==> config.mk <==
export PLATFORM = sky130hd
export DESIGN_NAME = command_decoder
export DESIGN_NICKNAME = d
export VERILOG_FILES = /design/src/verilog/poly_pkg.sv /design/src/verilog/command_decoder.sv
export SDC_FILE = /design/constraint.sdc
export NUM_CORES = 1
export LEC_CHECK = 0
export BUFFER_PORTS_ARGS = -buffer_cell sky130_fd_sc_hd__buf_2
export CELL_PAD_IN_SITES_DETAIL_PLACEMENT = 1
export CELL_PAD_IN_SITES_GLOBAL_PLACEMENT = 2
export CORE_MARGIN = 3
export CORE_UTILIZATION = 32
export CTS_BUF_LIST = sky130_fd_sc_hd__clkbuf_4 sky130_fd_sc_hd__clkbuf_8
export DETAILED_ROUTE_END_ITERATION = 7
export GPL_ROUTABILITY_DRIVEN = 0
export PLACE_DENSITY = 0.94
export REMOVE_ABC_BUFFERS = 1
export SETUP_SLACK_MARGIN = 0.1
export SLEW_MARGIN = 15
export SYNTH_ARGS = -nofsm -noshare
export SYNTH_HDL_FRONTEND = slang
export SYNTH_SLANG_ARGS = --single-unit
==> constraint.sdc <==
create_clock -name clk -period 2 [get_ports clk]
set_clock_uncertainty 0.15 [all_clocks]
set_input_delay 0.2 -clock clk [delete_from_list [all_inputs] [get_ports clk]]
set_output_delay 0.2 -clock clk [all_outputs]
set_load 0.1 [all_outputs]
==> src/verilog/poly_pkg.sv <==
// ******************************
// shared sizes, opcode and status encodings, command and result token layouts,
// and the controller state encoding.
// ******************************
package poly_pkg;

    localparam int word_size = 16;
    localparam int slot_count = 8;
    localparam int max_coefs = 32;
    localparam int fifo_depth = 16;
    localparam int slot_bits = $clog2(slot_count);
    localparam int coef_bits = $clog2(max_coefs);   // the degree field spans 0 to 31.
    localparam int addr_bits = slot_bits + coef_bits;
    localparam int fifo_cw = $clog2(fifo_depth) + 1;

    typedef enum logic [7:0] {
        op_stp = 8'h00,
        op_evp = 8'h01,
        op_evb = 8'h02,
        op_rst = 8'h03
    } opcode_t;

    typedef struct packed {
        opcode_t              opcode;
        logic [slot_bits-1:0] slot;
        logic [coef_bits-1:0] arg;  // degree for set-up, count for evaluate-block.
    } cmd_word_t;

    typedef enum logic [1:0] {st_ok, st_no_poly, st_bad_opcode} status_t;

    typedef struct packed {
        logic [word_size-1:0] result;
        status_t              status;
    } out_token_t;

    typedef enum logic [3:0] {
        idle, get_cmd_start, get_cmd_wait, stp_start, stp_wait, evp_start, evp_wait,
        evb_start, evb_wait, evb_output, rst_slots, output_st
    } ctrl_state_t;

endpackage
==> src/verilog/command_decoder.sv <==
// ******************************
// command fetch of one word per start.
// ******************************
`timescale 1ns/100ps
module command_decoder
(
    input  logic                clk,
    input  logic                rst,
    input  logic                start,
    input  poly_pkg::cmd_word_t fifo_data,
    output logic                rd_en,
    output logic                done,
    output poly_pkg::cmd_word_t cmd
);
    logic pend;

    assign rd_en = start;   // the pop is issued in the start cycle.

    always_ff @(posedge clk or negedge rst)
    begin
        if (!rst)
        begin
            pend <= 1'b0;
            done <= 1'b0;
            cmd <= '0;
        end
        else
        begin
            pend <= start;
            done <= pend;   // done rises together with the new command.
            if (pend)
                cmd <= fifo_data;
        end
    end

endmodule

* Word level (Yosys, flattened, before mapping)
Index checks and enable logic that the tools add are counted.
** Storage, ports and cells
- Bits in registers :: 18
- Input bits :: 19
- Logic and storage cells :: 5

* Longest topological paths before layout
Gate-level depths: netlist of the first run.
- Word-level depth :: 0
- Gate-level depth with buffers :: 3
- Gate-level depth less buffers :: 1

* Worst setup path before layout of the first run
No wires, ideal clock.
- Kind :: reg-to-reg
- From :: register, netlist name cmd[10]
- To :: register cmd[10] in the netlist's numbering
- Data arrival time :: 1.132 ns
- Required time :: 1.724 ns
- Path slack :: 0.592 ns
- Stages on the path, launching flop included :: 2
- Buffers on the path :: 0
- Clock period less this slack :: 1.408 ns
- Cell sequence :: dfrtp_1 -> mux2_4
** RTL lines
- to (signal assigned) :: RTL line command_decoder.sv:32 : cmd <= fifo_data;
- to (decl) :: RTL line command_decoder.sv:13 : output poly_pkg::cmd_word_t cmd

* Final worst setup path of the first run
- From :: input port start
- To :: output port rd_en
** RTL lines
- from (decl) :: RTL line command_decoder.sv:9 : input logic start,
- to (decl) :: RTL line command_decoder.sv:11 : output logic rd_en,
No word-level cell between the ends.

==> results of run 1 <==
==> registers in the layout, summed over array words and instances (netlist names) <==
signal and cells:
done 1, cmd 16, pend 1
==> synth_stat cells (all sizes together) <==
library cell	n	area share
dfrtp	18	0.64
mux2	16	0.31
buf	3	0.055
==> power groups by stage <==
stage          registers (mW)  clock network [mW]  logic (mW)
6_report                0.415               0.168       0.406
5_1_grt                 0.420               0.201       0.418
2_1_floorplan           0.676                   0      0.0466
4_1_cts                 0.415               0.181       0.406
3_5_place_dp            0.423                   0       0.383
3_3_place_gp            0.421                   0       0.379
==> stage by stage <==
step                      hold slack, ns  area, µm²  cells  utilization
final                             0.0108       1060    116        0.525
after global routing             0.00398       1060    116        0.525
after CTS                       0.000804       1060    116        0.525
after detailed placement         0.00163        890     98        0.440
after global placement          -0.00533        890     98        0.440
after floorplan                   -0.246        668     34            -
==> kinds of logic (layout without fill, tap and decap cells) <==
kind of cell / count (synthesis) / count (layout) / synth area share
flops: 18 / 18 / 0.637
buf+inv: 3 / 55 / 0.0549
mux: 16 / 16 / 0.308
==> layout make-up <==
cell class                 instances  area (µm²)  area share
sequential                        18         450       0.424
timing repair buffer              52         338       0.318
multi-input combinational         16         218       0.205
tap                               27        33.8      0.0318
clock buffer                       3        22.5      0.0212
==> worst max-delay path by stage <==
| stage | start | endpoint | slack [ns] | depth (start not counted) |
|---|---|---|---|---|
| after CTS | start | rd_en | 0.40 | 3 |
| final | start | rd_en | 0.39 | 3 |
| after floorplan | pend | cmd[0] | 0.59 | 1 |
| after global routing | start | rd_en | 0.35 | 3 |
| after detailed placement | pend | cmd[7] | 0.77 | 2 |
| after global placement | pend | cmd[1] | 0.79 | 2 |
==> per-layer routing <==
metal,track usage,part of all wire,routed length (µm),up-vias
met5,0,0,0,-
met2,0.252,0.53,924,22
met1,0.154,0.39,672,238
met3,0.0254,0.078,136,2
met4,0.0638,0.0023,4,0
li1,-,-,-,232
==> worst max-delay path, cell delays in order <==
cell           delay (ns)
dlygate4sd3_1        0.52
buf_2                0.12
buf_2                0.42
==> key figures, run 1 <==
Clock tree
  • Max clock buf depth: 2
  • Setup bufs post-CTS: 0
  • CTS Buf Count: 3
  • H-tree level count: 1
  • Root Driver: clkbuf_4
  • CTS tree: built
  • Post-CTS Resized: 0
  • CTS clock-pin slew for the worst setup and hold paths: 0.09 ns
  • Cts hold-fix bufs: 15
  • Clock Latency Late Sink: ~0.28 ns
  • Clock Sinks: 18

Power and ir drop
  • PnR Total Power: approximately 1 mW
  • Net Sw Frac: 0.430
  • Psw: 0.425 mW
  • Worst vdd ir: 0.408 mV
  • PwrDens: 931 nW/µm²
  • Gate power share: 0.410
  • Sequential group share of total power: 0.420
  • Internal power: 0.564 mW
  • Clock Power Share: 0.170
  • Pleak: roughly 0.54 nW

Floorplan
  • Starting Density: 0.350
  • Die width: 53 µm
  • Core area: a little over 2000 µm²
  • Die area: 2810 µm²
  • IO Pins: 37
  • Std cell rows: 16
  • Die height: about 53 µm

Worst setup path
  • FF-to-FF path depth: 2
  • CP Max Fanout: 2
  • Kind of critical path: input port to output pin
  • Register-to-Register Setup Slack: around 0.76 ns
  • Startpoint Class: input port
  • Arr. time, crit path: 1.26 ns
  • CP endpoint kind: output pin
  • R2R Path End: cmd[4]
  • FF-to-FF Start: pend
  • WP data required: 1.65 ns

Routing
  • Routed WL per cell: 15.0 µm
  • Post-route DRC: 0
  • Drt total wl: 1740 µm
  • TritonRoute pass-1 iters: 1
  • Vias post-DR: about 490
  • Vias/cell: 4.26
  • Routed Antenna Nets: 0
  • Initial DRC count: 0

Min path
  • Hold EP: cmd[0]
  • Worst hold path class: input port to register
  • Startpoint of the worst hold path: fifo_data[0]
  • Cells on Worst Hold Path: 2

Timing
  • Final hold violation count: 0
  • Fin crit share: 0.805
  • Fmax: a little over 600 MHz
  • Fin crit period: 1.61 ns
  • Max Slew Vio Count: 0
  • Setup tns final: 0 ns
  • Setup ws final: 0.390 ns
  • Final setup violating endpoints: 0
  • Worst-Margin Slew: 0.488 ns
  • RSZ-0062 raised after global routing: no
  • Rel. slew slack: 0.677

GRT
  • Initial antenna violation count: 0
  • Largest net degree at the start of global routing: 19
  • Grt ovf: 0
  • First-pass GRT wire length: 2660 µm
  • Vias in the first global route: 568
  • Total global-route track usage: 0.139

Synth
  • Yosys warns: 0
  • Post-Syn Area: 707 µm²
  • Syn avg cell area: 19.1 µm²
  • Synth cell types: 6
  • Syn Inst Count: 37
  • Synth Register Bits: 18
  • Register area share after synthesis: 0.637

Finish
  • P&R area growth vs syn: 50.3%
  • Number of diodes: 0
  • Final-layout fill cell count: about 210
  • Layout cells sized above 1: 0.629
  • Nets: 110
  • Commonest non-fill, non-tap cell in the layout: buf_2
  • Commonest cells after routing, fill and taps aside: buf_2 (36), dfrtp_1 (18), dlygate4sd3_1 (15)

Place
  • PortBufs: 36
  • Setup WS pre-CTS: slightly below 0.8 ns

Status
  • Outcome: finished clean

Run
  • MaxCap Viol Count: 0
(Power assumes the default switching activity.)
==> inputs of run 2 (changes only) <==
--- a/config.mk
+++ b/config.mk
@@ -8,12 +8,13 @@
 export BUFFER_PORTS_ARGS = -buffer_cell sky130_fd_sc_hd__buf_2
 export CELL_PAD_IN_SITES_DETAIL_PLACEMENT = 1
 export CELL_PAD_IN_SITES_GLOBAL_PLACEMENT = 2
+export CORE_ASPECT_RATIO = 0.5
 export CORE_MARGIN = 3
-export CORE_UTILIZATION = 32
+export CORE_UTILIZATION = 26
 export CTS_BUF_LIST = sky130_fd_sc_hd__clkbuf_4 sky130_fd_sc_hd__clkbuf_8
 export DETAILED_ROUTE_END_ITERATION = 7
 export GPL_ROUTABILITY_DRIVEN = 0
-export PLACE_DENSITY = 0.94
+export PLACE_DENSITY = 0.82
 export REMOVE_ABC_BUFFERS = 1
 export SETUP_SLACK_MARGIN = 0.1
 export SLEW_MARGIN = 15
==> constraint.sdc (replaced) <==
create_clock -name clk -period 1.35 [get_ports clk]
set_clock_uncertainty 0.15 [all_clocks]
set_input_delay 0.135 -clock clk [delete_from_list [all_inputs] [get_ports clk]]
set_output_delay 0.135 -clock clk [all_outputs]
set_load 0.1 [all_outputs]
==> key figures, run 2 (synthesis results as in run 1) <==
Status
  • Outcome: finished clean

Power and ir drop
  • Worst vdd ir: 0.669 mV
  • Internal power: 1.09 mW
  • Psw: 0.692 mW
  • Gate power share: 0.433
  • Sequential group share of total power: 0.365
  • Pleak: roughly 0.65 nW
  • PwrDens: 1300 nW/µm²
  • Clock Power Share: 0.202
  • PnR Total Power: 1.78 mW
  • Net Sw Frac: 0.388

Run
  • MaxCap Viol Count: 0

Worst setup path
  • Arr. time, crit path: about 1.2 ns
  • Startpoint Class: register
  • CP Max Fanout: 10
  • WP data required: 1.33 ns
  • FF-to-FF path depth: 2
  • CP endpoint kind: register
  • Kind of critical path: register to register

Routing
  • Initial DRC count: 6
  • Vias post-DR: 511
  • TritonRoute pass-1 iters: 2
  • Routed WL per cell: 18.4 µm
  • Drt total wl: 2350 µm
  • Post-route DRC: 0
  • Vias/cell: 3.99
  • Routed Antenna Nets: 0

Finish
  • P&R area growth vs syn: 94.0%
  • Top flop regs: cmd x16, done x1, pend x1
  • Nets: 114
  • Multi-input logic area: 218 µm²
  • Commonest non-fill, non-tap cell in the layout: buf_2
  • Commonest cells after routing, fill and taps aside: buf_2 (19), dfrtp_1 (18), dlygate4sd3_1 (18)
  • Layout cells sized above 1: 0.613
  • Largest reg by FF count: cmd
  • Final-layout fill cell count: 225
  • Reg area: 450 µm²
  • Max FFs per register: 16
  • Number of diodes: 0

Floorplan
  • Std cell rows: 12
  • Die area: 3420 µm²
  • IO Pins: 37
  • Die width: 79.7 µm
  • Core area: 2390 µm²
  • Starting Density: 0.296
  • Die height: 42.9 µm

Clock tree
  • CTS Buf Count: 3
  • Root Driver: clkbuf_8
  • Max clock buf depth: 2
  • Setup bufs post-CTS: 0
  • Clock Latency Late Sink: 0.25 ns
  • Clock Sinks: 18
  • CTS tree: built
  • CTS clock-pin slew for the worst setup and hold paths: roughly 0.06 ns
  • H-tree level count: 1

Place
  • HPWL after DPL: 1390 µm
  • PortBufs: 36

GRT
  • Grt ovf: 0
  • First-pass GRT wire length: 3910 µm
  • Total global-route track usage: 0.157
  • Vias in the first global route: around 650
  • GRT met1 Usage: 0.203
  • GRT Max-Usage Layer: met2
  • Largest net degree at the start of global routing: 19
  • Met3 Use GR: 0.0254
  • GRT met2 Usage: 0.274
  • Initial antenna violation count: 0

Timing
  • Rel. slew slack: 0.668
  • RSZ-0062 raised after global routing: no
  • Fin crit share: 0.890
  • Final hold slack: around 0.20 ns
  • Fmax: 832 MHz
  • Final setup violating endpoints: 0
  • Worst-Margin Slew: 0.501 ns
  • Max Slew Vio Count: 0
  • Final hold violation count: 0
  • Fin crit period: 1.20 ns

Min path
  • Worst hold path class: input port to async pin
==> run 2: cell count changes in the layout (fill, tap and decap cells not counted), sizes merged <==
cell         change
dlygate4sd3      +3
buf              +1
==> run 2: power groups by stage <==
stage / Sequential [mW] / Combinational, mW / Clock, mW
6_report: 0.651 / 0.772 / 0.360
5_1_grt: 0.658 / 0.793 / 0.394
3_3_place_gp: 0.654 / 0.715 / 0
2_1_floorplan: 1.00 / 0.0690 / 0
4_1_cts: 0.649 / 0.768 / 0.372
3_5_place_dp: 0.658 / 0.725 / 0
==> run 2: per-layer routing <==
layer	wire, µm	share of wire
met1	1010	0.43
met2	1300	0.55
met3	28	0.012
met4	12	0.0051
met5	0	0
==> run 2: through the flow <==
step,worst slack [ns],TNS (ns),std cells,cell area (µm²),util
2_1_floorplan,-0.0630,-0.961,34,668,-
3_3_place_gp,0.238,0,107,1150,0.481
3_5_place_dp,0.194,0,107,1150,0.481
4_1_cts,0.185,0,128,1370,0.574
5_1_grt,0.114,0,128,1370,0.574
6_report,0.148,0,128,1370,0.574
==> run 2: timing repair <==
item	CTS	global route
gates resized for setup	1	0
hold endpoints to repair	35	0
endpoints found under the setup margin	1	0
hold buffers	18	0
==> run 2: worst paths after layout <==
path,startpoint,to,slack (ns)
max,pend,cmd[6],0.15
min,rst,cmd[14],0.20
max reg2reg,pend,cmd[6],0.15
min reg2reg,cmd[10],cmd[10],0.43
max in group asynchronous,rst,cmd[10],0.58
min in group clk,start,pend,0.43
==> run 2: worst max-delay path: stages, from the launching register on <==
cell and delay (ns):
dfrtp_1 0.37, buf_4 0.23, mux2_4 0.32
==> run 2: cell type report <==
type                    instances  share of cell area
flip-flops and latches         18               0.328
well taps                      35              0.0319
multi-input cells              16               0.159
repair buffers                 56               0.451
clock buffers                   3              0.0301
==> inputs of run 3 (changes only) <==
--- a/config.mk
+++ b/config.mk
@@ -14,7 +14,7 @@
 export CTS_BUF_LIST = sky130_fd_sc_hd__clkbuf_4 sky130_fd_sc_hd__clkbuf_8
 export DETAILED_ROUTE_END_ITERATION = 7
 export GPL_ROUTABILITY_DRIVEN = 0
-export PLACE_DENSITY = 0.82
+export PLACE_DENSITY_LB_ADDON = 0.1
 export REMOVE_ABC_BUFFERS = 1
 export SETUP_SLACK_MARGIN = 0.1
 export SLEW_MARGIN = 15
==> key figures, run 3 (synthesis results as in run 1) <==
Floorplan
  • Die area: 3420 µm²
  • Die height: 42.9 µm
  • Die width: 79.7 µm
  • IO Pins: 37
  • Core area: 2390 µm²
  • Std cell rows: 12
  • Starting Density: 0.296

Worst setup path
  • Critical path cell sequence: buf_4 -> mux2_2
  • Register-to-Register Setup Slack: 0.19 ns
  • Startpoint Class: register
  • FF-to-FF path depth: 2
  • CP max stage cell: dfrtp_1
  • FF-to-FF Start: pend
  • Arr. time, crit path: 1.15 ns
  • R2R Path End: cmd[4]
  • CP Max Fanout: 9
  • WP data required: 1.34 ns
  • CP max stage delay: 0.35 ns
  • Kind of critical path: register to register
  • CP endpoint kind: register

Power and ir drop
  • Pleak: 0.659 nW
  • Net Sw Frac: 0.376
  • Sequential group share of total power: 0.350
  • PnR Total Power: roughly 1.8 mW
  • Psw: 0.695 mW
  • Gate power share: 0.411
  • Internal power: 1.15 mW
  • Clock Power Share: 0.238
  • Worst vdd ir: 0.634 mV
  • PwrDens: 1330 nW/µm²

Clock tree
  • Clock Sinks: 18
  • CTS clock-pin slew for the worst setup and hold paths: 0.07 ns
  • CTS tree: built
  • CTS Buf Count: 3
  • H-tree level count: 1
  • Clock Latency Late Sink: 0.25 ns
  • Max clock buf depth: 2
  • Root Driver: clkbuf_8

Finish
  • Commonest non-fill, non-tap cell in the layout: buf_2
  • Top flop regs: cmd x16, done x1, pend x1
  • Layout cells sized above 1: 0.617
  • Max FFs per register: 16
  • Number of diodes: 0
  • Final-layout fill cell count: 231
  • Nets: 114
  • Reg area: 450 µm²
  • Multi-input logic area: 218 µm²
  • Largest reg by FF count: cmd
  • Commonest cells after routing, fill and taps aside: buf_2 (19), dfrtp_1 (18), dlygate4sd3_1 (18)
  • P&R area growth vs syn: 95.9%

Routing
  • Routed Antenna Nets: 0
  • Initial DRC count: 12
  • Vias/cell: 4.01
  • Drt total wl: 1830 µm
  • TritonRoute pass-1 iters: 2
  • Post-route DRC: 0
  • Routed WL per cell: 14.2 µm
  • Vias post-DR: 517

Min path
  • Worst hold path class: input port to async pin

Timing
  • Fin crit period: 1.16 ns
  • Final hold violation count: 0
  • Final setup violating endpoints: 0
  • Rel. slew slack: 0.679
  • RSZ-0062 raised after global routing: no
  • Fmax: 862 MHz
  • Fin crit share: 0.859
  • Worst-Margin Slew: between 0.4 and 0.5 ns
  • Setup tns final: 0 ns
  • Max Slew Vio Count: 0

GRT
  • First-pass GRT wire length: 3020 µm
  • Largest net degree at the start of global routing: 19
  • Grt ovf: 0
  • Vias in the first global route: 618
  • Total global-route track usage: 0.119
  • Initial antenna violation count: 0

Run
  • MaxCap Viol Count: 0

Place
  • PortBufs: 36
  • HPWL after DPL: 1190 µm

Status
  • Outcome: finished clean
-- run 3: cell types whose count changed in the layout (fill, tap and decap cells not counted) --
cell / delta
clkbuf_8: +1
-- run 3: repair_timing --
item	4_1_cts	5_1_grt
hold buffers	18	0
setup endpoints to repair	1	0
gates resized for setup	1	0
endpoints found under the hold margin	35	0
buffers inserted	0	0
-- run 3: metrics by stage --
stage	hold slack (ns)	area, µm²	worst slack [ns]	cells	utilization
after global placement	-0.0673	1150	0.214	107	0.481
after detailed placement	-0.0525	1150	0.198	107	0.481
after CTS	0.209	1390	0.177	129	0.580
final	0.194	1390	0.190	129	0.580
after global routing	0.242	1390	0.134	129	0.580
after floorplan	-0.311	668	-0.0630	34	-
-- run 3: worst max path at each step --
| stage | slack (ns) | from | endpoint | depth (start not counted) |
|---|---|---|---|---|
| floorplan | -0.06 | pend | cmd[0] | 1 |
| global placement | 0.21 | pend | cmd[4] | 2 |
| detailed placement | 0.20 | pend | cmd[4] | 2 |
| CTS | 0.18 | done | done | 1 |
| global route | 0.13 | pend | cmd[4] | 2 |
| finish | 0.19 | pend | cmd[4] | 2 |
-- run 3: routing by layer --
metal	routed length, µm	global-route usage
met1	747	0.134
met2	958	0.211
met3	111	0.0487
met4	8	0.0303
met5	0	0
-- run 3: area by class of cell --
type                    count  share of cell area
clock buffers               4              0.0397
multi-input cells          16               0.157
flip-flops and latches     18               0.325
well taps                  35              0.0316
repair buffers             56               0.446
-- run 3: power groups by stage --
stage	clock network [mW]	registers [mW]	logic, mW
final	0.440	0.647	0.760
after CTS	0.467	0.647	0.766
after global placement	0	0.652	0.715
after floorplan	0	1.00	0.0690
after detailed placement	0	0.656	0.723
after global routing	0.499	0.653	0.782
-- run 3: worst max-delay path, delay by kind of cell, from the launching register on --
| kind | cells | cell delay [ns] |
|---|---|---|
| flops | 1 | 0.35 |
| mux | 1 | 0.35 |
| buf+inv | 1 | 0.20 |
