--- src/verilog/poly_pkg.sv ---
// ******************************
// shared sizes, opcode and status encodings, command and result token layouts,
// and the controller state encoding.
// ******************************
package poly_pkg;

    localparam int word_size = 16;
    localparam int slot_count = 8;
    localparam int max_coefs = 32;
    localparam int fifo_depth = 16;
    localparam int slot_bits = $clog2(slot_count);
    localparam int coef_bits = $clog2(max_coefs);   // the degree field spans 0 to 31.
    localparam int addr_bits = slot_bits + coef_bits;
    localparam int fifo_cw = $clog2(fifo_depth) + 1;

    typedef enum logic [7:0] {
        op_stp = 8'h00,
        op_evp = 8'h01,
        op_evb = 8'h02,
        op_rst = 8'h03
    } opcode_t;

    typedef struct packed {
        opcode_t              opcode;
        logic [slot_bits-1:0] slot;
        logic [coef_bits-1:0] arg;  // degree for set-up, count for evaluate-block.
    } cmd_word_t;

    typedef enum logic [1:0] {st_ok, st_no_poly, st_bad_opcode} status_t;

    typedef struct packed {
        logic [word_size-1:0] result;
        status_t              status;
    } out_token_t;

    typedef enum logic [3:0] {
        idle, get_cmd_start, get_cmd_wait, stp_start, stp_wait, evp_start, evp_wait,
        evb_start, evb_wait, evb_output, rst_slots, output_st
    } ctrl_state_t;

endpackage
--- src/verilog/eval_engine.sv ---
// ******************************
// evaluate-point and evaluate-block, Horner's rule per x value.
// ******************************
`timescale 1ns/100ps
module eval_engine
(
    input  logic                             clk,
    input  logic                             rst,
    input  logic                             start,
    input  logic                             mode_block,
    input  poly_pkg::cmd_word_t              cmd,
    input  logic [poly_pkg::fifo_cw-1:0]     data_count,
    output logic                             data_rd_en,
    input  logic [poly_pkg::word_size-1:0]   data_word,
    input  logic [poly_pkg::coef_bits-1:0]   query_degree,
    input  logic                             query_valid,
    output logic                             coef_rd_en,
    output logic [poly_pkg::addr_bits-1:0]   coef_rd_addr,
    input  logic [poly_pkg::word_size-1:0]   coef_word,
    output logic                             item_done,
    output poly_pkg::out_token_t             item,
    input  logic                             out_full,
    output logic                             done
);
    typedef enum logic [2:0] {e_idle, e_fetch, e_xin, e_mac, e_item} eval_state_t;

    eval_state_t state;
    logic [poly_pkg::coef_bits-1:0] left;       // x values still to evaluate.
    logic [poly_pkg::coef_bits-1:0] idx;        // index of the coefficient on coef_word.
    logic [poly_pkg::coef_bits-1:0] rd_idx;
    logic [poly_pkg::word_size-1:0] x_reg;
    logic [poly_pkg::word_size-1:0] acc;
    logic [poly_pkg::word_size-1:0] mac;
    logic fetch_ok;

    // no new x while the output FIFO is full, so a pending token is never overrun.
    assign fetch_ok = state == e_fetch && !out_full;
    assign data_rd_en = fetch_ok && left != '0 && data_count != '0;
    assign done = fetch_ok && left == '0;
    assign item_done = state == e_item;

    // highest coefficient first, then down to index 0.
    assign coef_rd_en = (state == e_xin && query_valid) || (state == e_mac && idx != '0);
    assign rd_idx = (state == e_xin) ? query_degree : idx - 1'b1;
    assign coef_rd_addr = coef_rd_en ? {cmd.slot, rd_idx} : '0;
    assign mac = acc * x_reg + coef_word;       // truncated to 16 bits.

    always_ff @(posedge clk or negedge rst)
    begin
        if (!rst)
        begin
            state <= e_idle;
            left <= '0;
            idx <= '0;
        end
        else
        begin
            if (coef_rd_en)
                idx <= rd_idx;
            case (state)
                e_idle:
                begin
                    if (start)
                    begin
                        left <= mode_block ? cmd.arg : 5'd1;
                        state <= e_fetch;
                    end
                end
                e_fetch:
                begin
                    if (done)
                        state <= e_idle;
                    else if (data_rd_en)
                        state <= e_xin;
                end
                e_xin: state <= query_valid ? e_mac : e_item;
                e_mac:
                begin
                    if (idx == '0)
                        state <= e_item;
                end
                e_item:
                begin
                    left <= left - 1'b1;
                    state <= e_fetch;
                end
                default: state <= e_idle;
            endcase
        end
    end

    // an invalid slot leaves the no-poly token in place.
    always_ff @(posedge clk)
    begin
        if (state == e_xin)
        begin
            x_reg <= data_word;
            acc <= '0;
            item.result <= '0;
            item.status <= poly_pkg::st_no_poly;
        end
        else if (state == e_mac)
        begin
            acc <= mac;
            item.result <= mac;
            item.status <= poly_pkg::st_ok;
        end
    end

endmodule

--- config.mk ---
export PLATFORM = sky130hd
export DESIGN_NAME = eval_engine
export DESIGN_NICKNAME = d
export VERILOG_FILES = /design/src/verilog/poly_pkg.sv /design/src/verilog/eval_engine.sv
export SDC_FILE = /design/constraint.sdc
export NUM_CORES = 1
export LEC_CHECK = 0
export BUFFER_PORTS_ARGS = -buffer_cell sky130_fd_sc_hd__buf_2
export CAP_MARGIN = 15
export CORE_ASPECT_RATIO = 0.5
export CORE_MARGIN = 5
export CORE_UTILIZATION = 50
export CTS_CLUSTER_DIAMETER = 200
export CTS_CLUSTER_SIZE = 12
export DETAILED_ROUTE_END_ITERATION = 16
export PLACE_DENSITY = 0.68
export REMOVE_ABC_BUFFERS = 1
export SYNTH_ARGS = -nofsm -noshare
export SYNTH_HDL_FRONTEND = slang
export SYNTH_SLANG_ARGS = --single-unit
--- constraint.sdc ---
create_clock -name clk -period 6 [get_ports clk]
set_input_delay 1.2 -clock clk [delete_from_list [all_inputs] [get_ports clk]]
set_output_delay 1.2 -clock clk [all_outputs]
set_load 0.1 [all_outputs]
# Yosys cells after proc, flatten, opt, wreduce, memory -nomap -nowiden

Index checks and enable logic that the tools add are counted.

Output and inout bits: 30
Word-level logic and storage cells: 45
Register bits after elaboration: 46
Bits of input ports: 64

Multipliers: 1
Muxes and demuxes: 11
Equal/unequal tests: 7
Add/sub/neg operators: 3
Reductions and logical operators: 17

Operators with widths:

| cell                                                                   | number |
|---|---|
| 16-bit adder                                                           | 1 |
| 16-bit by 16-bit multiplier with 16-bit output                         | 1 |
| 3-bit two-way mux                                                      | 5 |
| 5-bit two-way mux                                                      | 3 |
| 3-bit one-hot mux with 5 select lines                                  | 1 |
| 5-bit nonzero test                                                     | 3 |
| 5-bit zero test                                                        | 2 |
| 5-bit one-hot mux with 2 select lines                                  | 1 |
| 5-bit by 1-bit subtractor with 5-bit output (second input constant)    | 2 |
| 8-bit two-way mux                                                      | 1 |
| 3-bit by 2-bit equality test with 1-bit output (second input constant) | 2 |
| 1-bit logical AND                                                      | 6 |
| 3-bit by 1-bit equality test with 1-bit output (second input constant) | 1 |
| 3-bit equality test (second input constant)                            | 1 |
| 3-bit zero test                                                        | 1 |
| 3-bit != test (second input constant)                                  | 1 |
| 3-bit AND reduction                                                    | 1 |
| 2-bit by 1-bit != test with 1-bit output (second input constant)       | 1 |
| 2-bit != test (second input constant)                                  | 1 |
| 2-bit AND reduction                                                    | 1 |
| 2-bit nonzero test                                                     | 1 |
| 1-bit zero test                                                        | 1 |
| 1-bit logical OR                                                       | 1 |

# Logic depth before layout (Yosys ltp)

Gate-level depths: netlist of the first run.

Word-level depth: 7
Depth in mapped cells: 21
Mapped depth without buffers: 20

# Worst setup path before layout of the first run

No wires, ideal clock.

Path kind: register -> register
Start: register acc[6] (netlist name)
End: register acc[15] (netlist name)
Path buffers: 1
Stages on the path, launching flop included: 19
Data arrival time: 5619 ps
Path slack: 294 ps
Path through: dfxtp_1 -> clkbuf_1 -> and2_1 -> fa_1 -> inv_1 -> fa_1 -> fa_1 -> fa_1 -> inv_1 -> fa_1 -> inv_1 -> fa_1 -> inv_1 -> ha_1 -> nand2_1 -> a211oi_1 -> nor3_1 -> o31a_1 -> o31ai_1

Word-level cells in the longest chain between the ends: 2

Ends and longest elaborated chain:

| item                                           | RTL line           | RTL |
|---|---|---|
| from (decl)                                    | eval_engine.sv:32  | `logic [poly_pkg::word_size-1:0] acc;` |
| from (signal assigned)                         | eval_engine.sv:104 | `acc <= mac;` |
| 16-bit by 16-bit multiplier with 16-bit output | eval_engine.sv:46  | `assign mac = acc * x_reg + coef_word;` |
| 16-bit adder                                   | eval_engine.sv:46  |  |

No other way between the ends.
A chain may end at the register's enable or synchronous reset.

# Final worst setup path of the first run

Start: register x_reg[4] (netlist name)
End: register acc[15] (netlist name)

Word-level cells in the longest chain between the ends: 2

Ends and longest elaborated chain:

| item                                           | RTL line          | RTL |
|---|---|---|
| from (decl)                                    | eval_engine.sv:31 | `logic [poly_pkg::word_size-1:0] x_reg;` |
| from (signal assigned)                         | eval_engine.sv:97 | `x_reg <= data_word;` |
| 16-bit by 16-bit multiplier with 16-bit output | eval_engine.sv:46 |  |
| 16-bit adder                                   | eval_engine.sv:46 |  |

No other way between the ends.

==> summary.md, run 1 <==
| Metric | Value |
|---|---|
| Status | finished, final reports clean |
| Crit-path max FO | 12 |
| RSZ-0062 raised after global routing | false |
| Share of cells above drive strength 1 | 0.139 |
| Vias in the first global route | 5218 |
| Sequential area share after synthesis | 0.179 |
| H-Tree Depth | 2 |
| Hold WC Path Type | reg -> reg |
| Area growth syn-to-layout | 12.3% |
| Root Driver | clkbuf_16 |
| DIE AREA | 15300 um^2 |
| Initial antenna violation count | 2 |
| Diode count | 0 |
| Cell variety after synth | 45 |
| CP startpoint kind | register |
| Max Cap Viol | 0 |
| Critical path endpoint category | register |
| Placed cell area | 7030 um^2 |
| Port bufs | 84 |
| Mapped Cells | 732 |
| Fmax | 0.177 GHz |
| Num CTS Buffers | 5 |
| Final #Nets | 1024 |
| Grt peak-use layer | met2 |
| Commonest non-fill, non-tap cells in the layout | inv_1, nand2_1, fa_1 |
| Number of synthesized register bits | 46 |
| Critical R2R Launch | x_reg[4]$_DFFE_PP_ |
| Antenna Violating Nets Remaining | 0 |
| TritonCTS Sinks | 46 |
| R2R Path End | acc[15]$_SDFFE_PP0P_ |
| Kind of critical path | reg -> reg |
| First-pass GRT wire length | 26500 um |
| Crit path DAT | 5.84 ns |
| Setup TNS | 0 ns |
| R2R cell count | 17 |
| DR WL/cell | 15.9 um |
| Met3 Track Usage GR | 0.0539 |
| Total track usage | 0.218 |
| WP data required | 6.20 ns |
| Initial Util | 0.508 |
| Final min period | 5.64 ns |
| WHS Endpoint | item[0]$_SDFFE_PP1P_ |
| Max Slew Vio Count | 0 |
| Top cell type's share of synthesized area | 0.294 |
| Largest net degree at the start of global routing | 21 |
| RD Place Congestion | 0.859 |
| Reg clk slew, reported paths | 0.07 ns |
| Iter 0 DRT Violations | 324 |
| Mean Syn Cell Area | 8.73 um^2 |
| GR Overflow Total | 0 |
| Final setup viols | 0 |
| Initial DRT Pass Iterations | 4 |
| Hold path startpoint | item[0]$_SDFFE_PP1P_ |
| Worst-Skew Late Latency | 0.29 ns |
| Async S/R FF share, synth | 0.283 |
| Post-cts resize count | 0 |
| Post-Syn Area | 6390 um^2 |
| CTS max path bufs | 2 |
| Setup Buffers After CTS | 0 |
| Core area | 12600 um^2 |
| Chip width | 170 um |
| CTS Hold Buffers Added | 0 |
| Hold Path Depth | 1 |
| DRC viols | 0 |
| I/O pin count | 94 |
| Post-Route WL | 15600 um |
| Worst rel slew slack | 0.459 |
| CTS tree | done |
| Dominant cells by area after synthesis | fa_1, ha_1, inv_1, edfxtp_1, nand2_1 |
| Met2 global-route usage | 0.330 |
| Vias | 4975 |
| Design area | 7170 um^2 |
| Slew @ Worst Pin | 0.811 ns |
| Fin crit share | 0.940 |
| Clock Skew | 0.00783 ns |
| Most common cell after layout, fill and taps aside | inv_1 |
| Dominant synthesized flop cell | dfxtp_1 |
| Largest area contributor in the netlist | fa_1 |
| Met1 usage | 0.323 |
| Die Height | 89.9 um |
| Row count | 29 |
| Vias per inst | 5.06 |
| Final hold vios | 0 |
| Reg2reg setup slack | 0.36 ns |
| Half-perimeter wire length after placement | 12600 um |
| Ys Warns | 0 |
| Post-synth EDFFs | 16 |
## worst max path at each step
stage	start	cells past startpoint	endpoint	slack, ns
floorplan	acc[6]$_SDFFE_PP0P_	17	acc[15]$_SDFFE_PP0P_	0.39
global placement	x_reg[4]$_DFFE_PP_	17	acc[15]$_SDFFE_PP0P_	0.46
detailed placement	x_reg[4]$_DFFE_PP_	17	acc[15]$_SDFFE_PP0P_	0.43
CTS	x_reg[4]$_DFFE_PP_	17	acc[15]$_SDFFE_PP0P_	0.41
global route	x_reg[4]$_DFFE_PP_	17	acc[15]$_SDFFE_PP0P_	0.04
finish	x_reg[4]$_DFFE_PP_	17	acc[15]$_SDFFE_PP0P_	0.36
## synthesized netlist by cell type (3+ instances only)
| master | number |
|---|---|
| ha_1 | 54 |
| and3_1 | 4 |
| nor2_1 | 23 |
| xnor2_1 | 26 |
| o21a_1 | 10 |
| nor2b_1 | 3 |
| fa_1 | 94 |
| a211oi_1 | 6 |
| a21o_1 | 5 |
| o31ai_1 | 6 |
| a31oi_1 | 3 |
| a21oi_1 | 13 |
| dfxtp_1 | 17 |
| nor4_1 | 3 |
| buf_2 | 4 |
| dfrtp_1 | 13 |
| o21ai_0 | 17 |
| o22ai_1 | 4 |
| inv_1 | 172 |
| edfxtp_1 | 16 |
| nor3_1 | 11 |
| and2_1 | 55 |
| clkbuf_1 | 19 |
| nand2_1 | 111 |
| nand3_1 | 8 |
| xor2_1 | 10 |
## layout make-up
type	count	area [um^2]
inverters	172	646
well taps	170	213
clock inverters	3	23.8
repair buffers	98	526
clock buffers	5	125
flip-flops and latches	46	1150
multi-input cells	489	4500
fillers	1149	5420
## worst max-delay path: stages (launching register included)
cell and delay, ns:
edfxtp_1 0.65, and2_1 0.29, fa_1 0.53, inv_1 0.05, fa_1 0.45, fa_1 0.50
fa_1 0.55, inv_1 0.06, fa_1 0.49, inv_1 0.05, fa_1 0.48, inv_1 0.04
ha_1 0.39, nand2_1 0.10, a211oi_1 0.30, nor3_1 0.13, o31a_1 0.31, o31ai_1 0.19
## through the flow
| stage | setup slack (ns) | hold WS, ns | std cells | util |
|---|---|---|---|---|
| after global routing | 0.0413 | 0.501 | 983 | 0.570 |
| final | 0.361 | 0.462 | 983 | 0.570 |
| after floorplan | 0.390 | 0.474 | 707 | - |
| after global placement | 0.458 | 0.445 | 975 | 0.558 |
| after CTS | 0.407 | 0.464 | 983 | 0.570 |
| after detailed placement | 0.429 | 0.448 | 975 | 0.558 |
## cell families after synthesis
family / share of synthesized area
AOI/OAI and AO/OA: 0.0768
xor gates and xnor gates: 0.0580
adders and majority gates: 0.400
buffers and inverters: 0.117
DFF: 0.179
other: 0.000587
and+or+nand+nor: 0.168
## layer usage
layer / routed length [um] / vias to the layer above
met2: 6870 / 174
met3: 1440 / 24
met5: 34 / -
met1: 7120 / 2395
li1: - / 2378
met4: 147 / 4
Power of run 1 is not shown: default switching activity piles up to over one toggle a cycle in this logic, so the estimate is an artifact.
==> run 2: changes to the inputs <==
--- a/config.mk
+++ b/config.mk
@@ -5,8 +5,8 @@
 export SDC_FILE = /design/constraint.sdc
 export NUM_CORES = 1
 export LEC_CHECK = 0
-export BUFFER_PORTS_ARGS = -buffer_cell sky130_fd_sc_hd__buf_2
-export CAP_MARGIN = 15
+export BUFFER_PORTS_ARGS = -buffer_cell sky130_fd_sc_hd__clkbuf_2
+export CAP_MARGIN = 20
 export CORE_ASPECT_RATIO = 0.5
 export CORE_MARGIN = 5
 export CORE_UTILIZATION = 50
==> summary.md, run 2 (synthesis results as in run 1) <==
| Metric | Value |
|---|---|
| Largest net degree at the start of global routing | 21 (unchanged) |
| Hold Path Depth | 1 (unchanged) |
| Reg clk slew, reported paths | 0.07 ns (about the same) |
| Core area | 12600 um^2 (unchanged) |
| CTS max path bufs | 2 (unchanged) |
| H-Tree Depth | 2 (unchanged) |
| Setup Buffers After CTS | 0 (unchanged) |
| Fmax | 0.179 GHz (+0.68%) |
| RSZ-0062 raised after global routing | false |
| Root Driver | clkbuf_16 |
| CP startpoint kind | register |
| Num CTS Buffers | 5 (unchanged) |
| Kind of critical path | reg -> reg |
| Critical path endpoint category | register |
| Total track usage | 0.221 (+0.00315) |
| Commonest non-fill, non-tap cells in the layout | inv_1, nand2_1, fa_1 |
| First-pass GRT wire length | 27000 um (+1.8%) |
| CTS tree | done |
| Hold WC Path Type | reg -> reg |
| Initial Util | 0.508 (unchanged) |
| Row count | 29 (unchanged) |
| Crit path DAT | 5.80 ns (-0.04 ns) |
| Max Cap Viol | 0 (unchanged) |
| Antenna Violating Nets Remaining | 0 (unchanged) |
| Port bufs | 84 (unchanged) |
| Fin crit share | 0.934 (-0.00631) |
| Initial DRT Pass Iterations | 5 (+1) |
| R2R Path End | acc[15]$_SDFFE_PP0P_ |
| I/O pin count | 94 (unchanged) |
| GR Overflow Total | 0 (unchanged) |
| TritonCTS Sinks | 46 (unchanged) |
| Post-cts resize count | 0 (unchanged) |
| Hold path startpoint | item[0]$_SDFFE_PP1P_ |
| Clock Skew | 0.00430 ns (-0.00353 ns) |
| Most common cell after layout, fill and taps aside | inv_1 |
| Final min period | 5.60 ns (-0.0379 ns) |
| DIE AREA | 15300 um^2 (unchanged) |
| WHS Endpoint | item[0]$_SDFFE_PP1P_ |
| Status | finished, final reports clean |
| Crit-path max FO | 12 (unchanged) |
| Reg2reg setup slack | 0.40 ns (+0.04 ns) |
| Share of cells above drive strength 1 | 0.139 (unchanged) |
| Iter 0 DRT Violations | 318 (-1.9%) |
| Setup TNS | 0 ns (unchanged) |
| DRC viols | 0 (unchanged) |
| Worst rel slew slack | 0.478 (+0.0182) |
| Design area | 7200 um^2 (+0.35%) |
| Area growth syn-to-layout | 12.7% |
| Chip width | 170 um (unchanged) |
| Post-Route WL | 15900 um (+1.6%) |
| Worst-Skew Late Latency | 0.29 ns (about the same) |
| Critical R2R Launch | x_reg[4]$_DFFE_PP_ |
| Die Height | 89.9 um (unchanged) |
| Vias per inst | 5.06 (about the same) |
| Final hold vios | 0 (unchanged) |
| Vias in the first global route | 5388 (+3.3%) |
| Diode count | 0 (unchanged) |
| Placed cell area | 7030 um^2 (unchanged) |
| Final setup viols | 0 (unchanged) |
| RD Place Congestion | 0.859 (about the same) |
| Half-perimeter wire length after placement | 12800 um (+1.8%) |
| R2R cell count | 17 (unchanged) |
| Final #Nets | 1024 (unchanged) |
| WP data required | 6.20 ns (about the same) |
| Slew @ Worst Pin | 0.784 ns (-0.0273 ns) |
| Max Slew Vio Count | 0 (unchanged) |
| Vias | 4971 (-0.080%) |
| Initial antenna violation count | 1 (-1) |
| Final core utilization | 0.572 (+0.00199) |
| DR WL/cell | 16.1 um (+1.6%) |
| Final hold slack | 0.474 ns (+0.0113 ns) |
| CTS Hold Buffers Added | 0 (unchanged) |
==> run 2: cell count changes in the layout (fill, tap and decap cells not counted), sizes merged <==
cell and delta:
clkbuf +84, bufinv +1, buf -84, clkinvlp -1
==> run 2: worst max-delay path by stage <==
stage	start	end	slack, ns	cells past startpoint
3_3_place_gp	x_reg[4]$_DFFE_PP_	acc[15]$_SDFFE_PP0P_	0.46	17
3_5_place_dp	x_reg[1]$_DFFE_PP_	acc[15]$_SDFFE_PP0P_	0.40	17
6_report	x_reg[4]$_DFFE_PP_	acc[15]$_SDFFE_PP0P_	0.40	17
2_1_floorplan	acc[6]$_SDFFE_PP0P_	acc[15]$_SDFFE_PP0P_	0.39	17
5_1_grt	x_reg[4]$_DFFE_PP_	acc[15]$_SDFFE_PP0P_	0.15	17
4_1_cts	x_reg[1]$_DFFE_PP_	acc[15]$_SDFFE_PP0P_	0.41	17
==> run 2: worst max-delay path: stages, from the launching register on <==
cell and delay, ns:
edfxtp_1 0.64, and2_1 0.29, fa_1 0.53, inv_1 0.05
fa_1 0.45, fa_1 0.50, fa_1 0.55, inv_1 0.06
fa_1 0.48, inv_1 0.05, fa_1 0.47, inv_1 0.05
ha_1 0.39, nand2_1 0.09, a211oi_1 0.29, nor3_1 0.13
o31a_1 0.32, o31ai_1 0.18
==> run 2: through the flow <==
stage / setup WS [ns] / instances
2_1_floorplan: 0.390 / 707
4_1_cts: 0.409 / 983
3_3_place_gp: 0.460 / 975
3_5_place_dp: 0.396 / 975
5_1_grt: 0.150 / 983
6_report: 0.399 / 983
==> run 2: layout make-up <==
cell class / instances / area, um^2
Clock inverter: 3 / 48.8
Sequential cell: 46 / 1150
Clock buffer: 5 / 125
Timing Repair Buffer: 98 / 526
Tap cell: 170 / 213
Multi-Input combinational cell: 489 / 4500
Fill cell: 1133 / 5390
Inverter: 172 / 646
==> run 2: per-layer routing <==
| layer | wire length, um | up-vias | track usage |
|---|---|---|---|
| met5 | 11 | - | 0 |
| met4 | 347 | 2 | 0.0549 |
| met3 | 1290 | 32 | 0.0473 |
| met2 | 7090 | 172 | 0.338 |
| met1 | 7120 | 2389 | 0.320 |
| li1 | - | 2376 | - |
Power of run 2 is left out for the same reason.
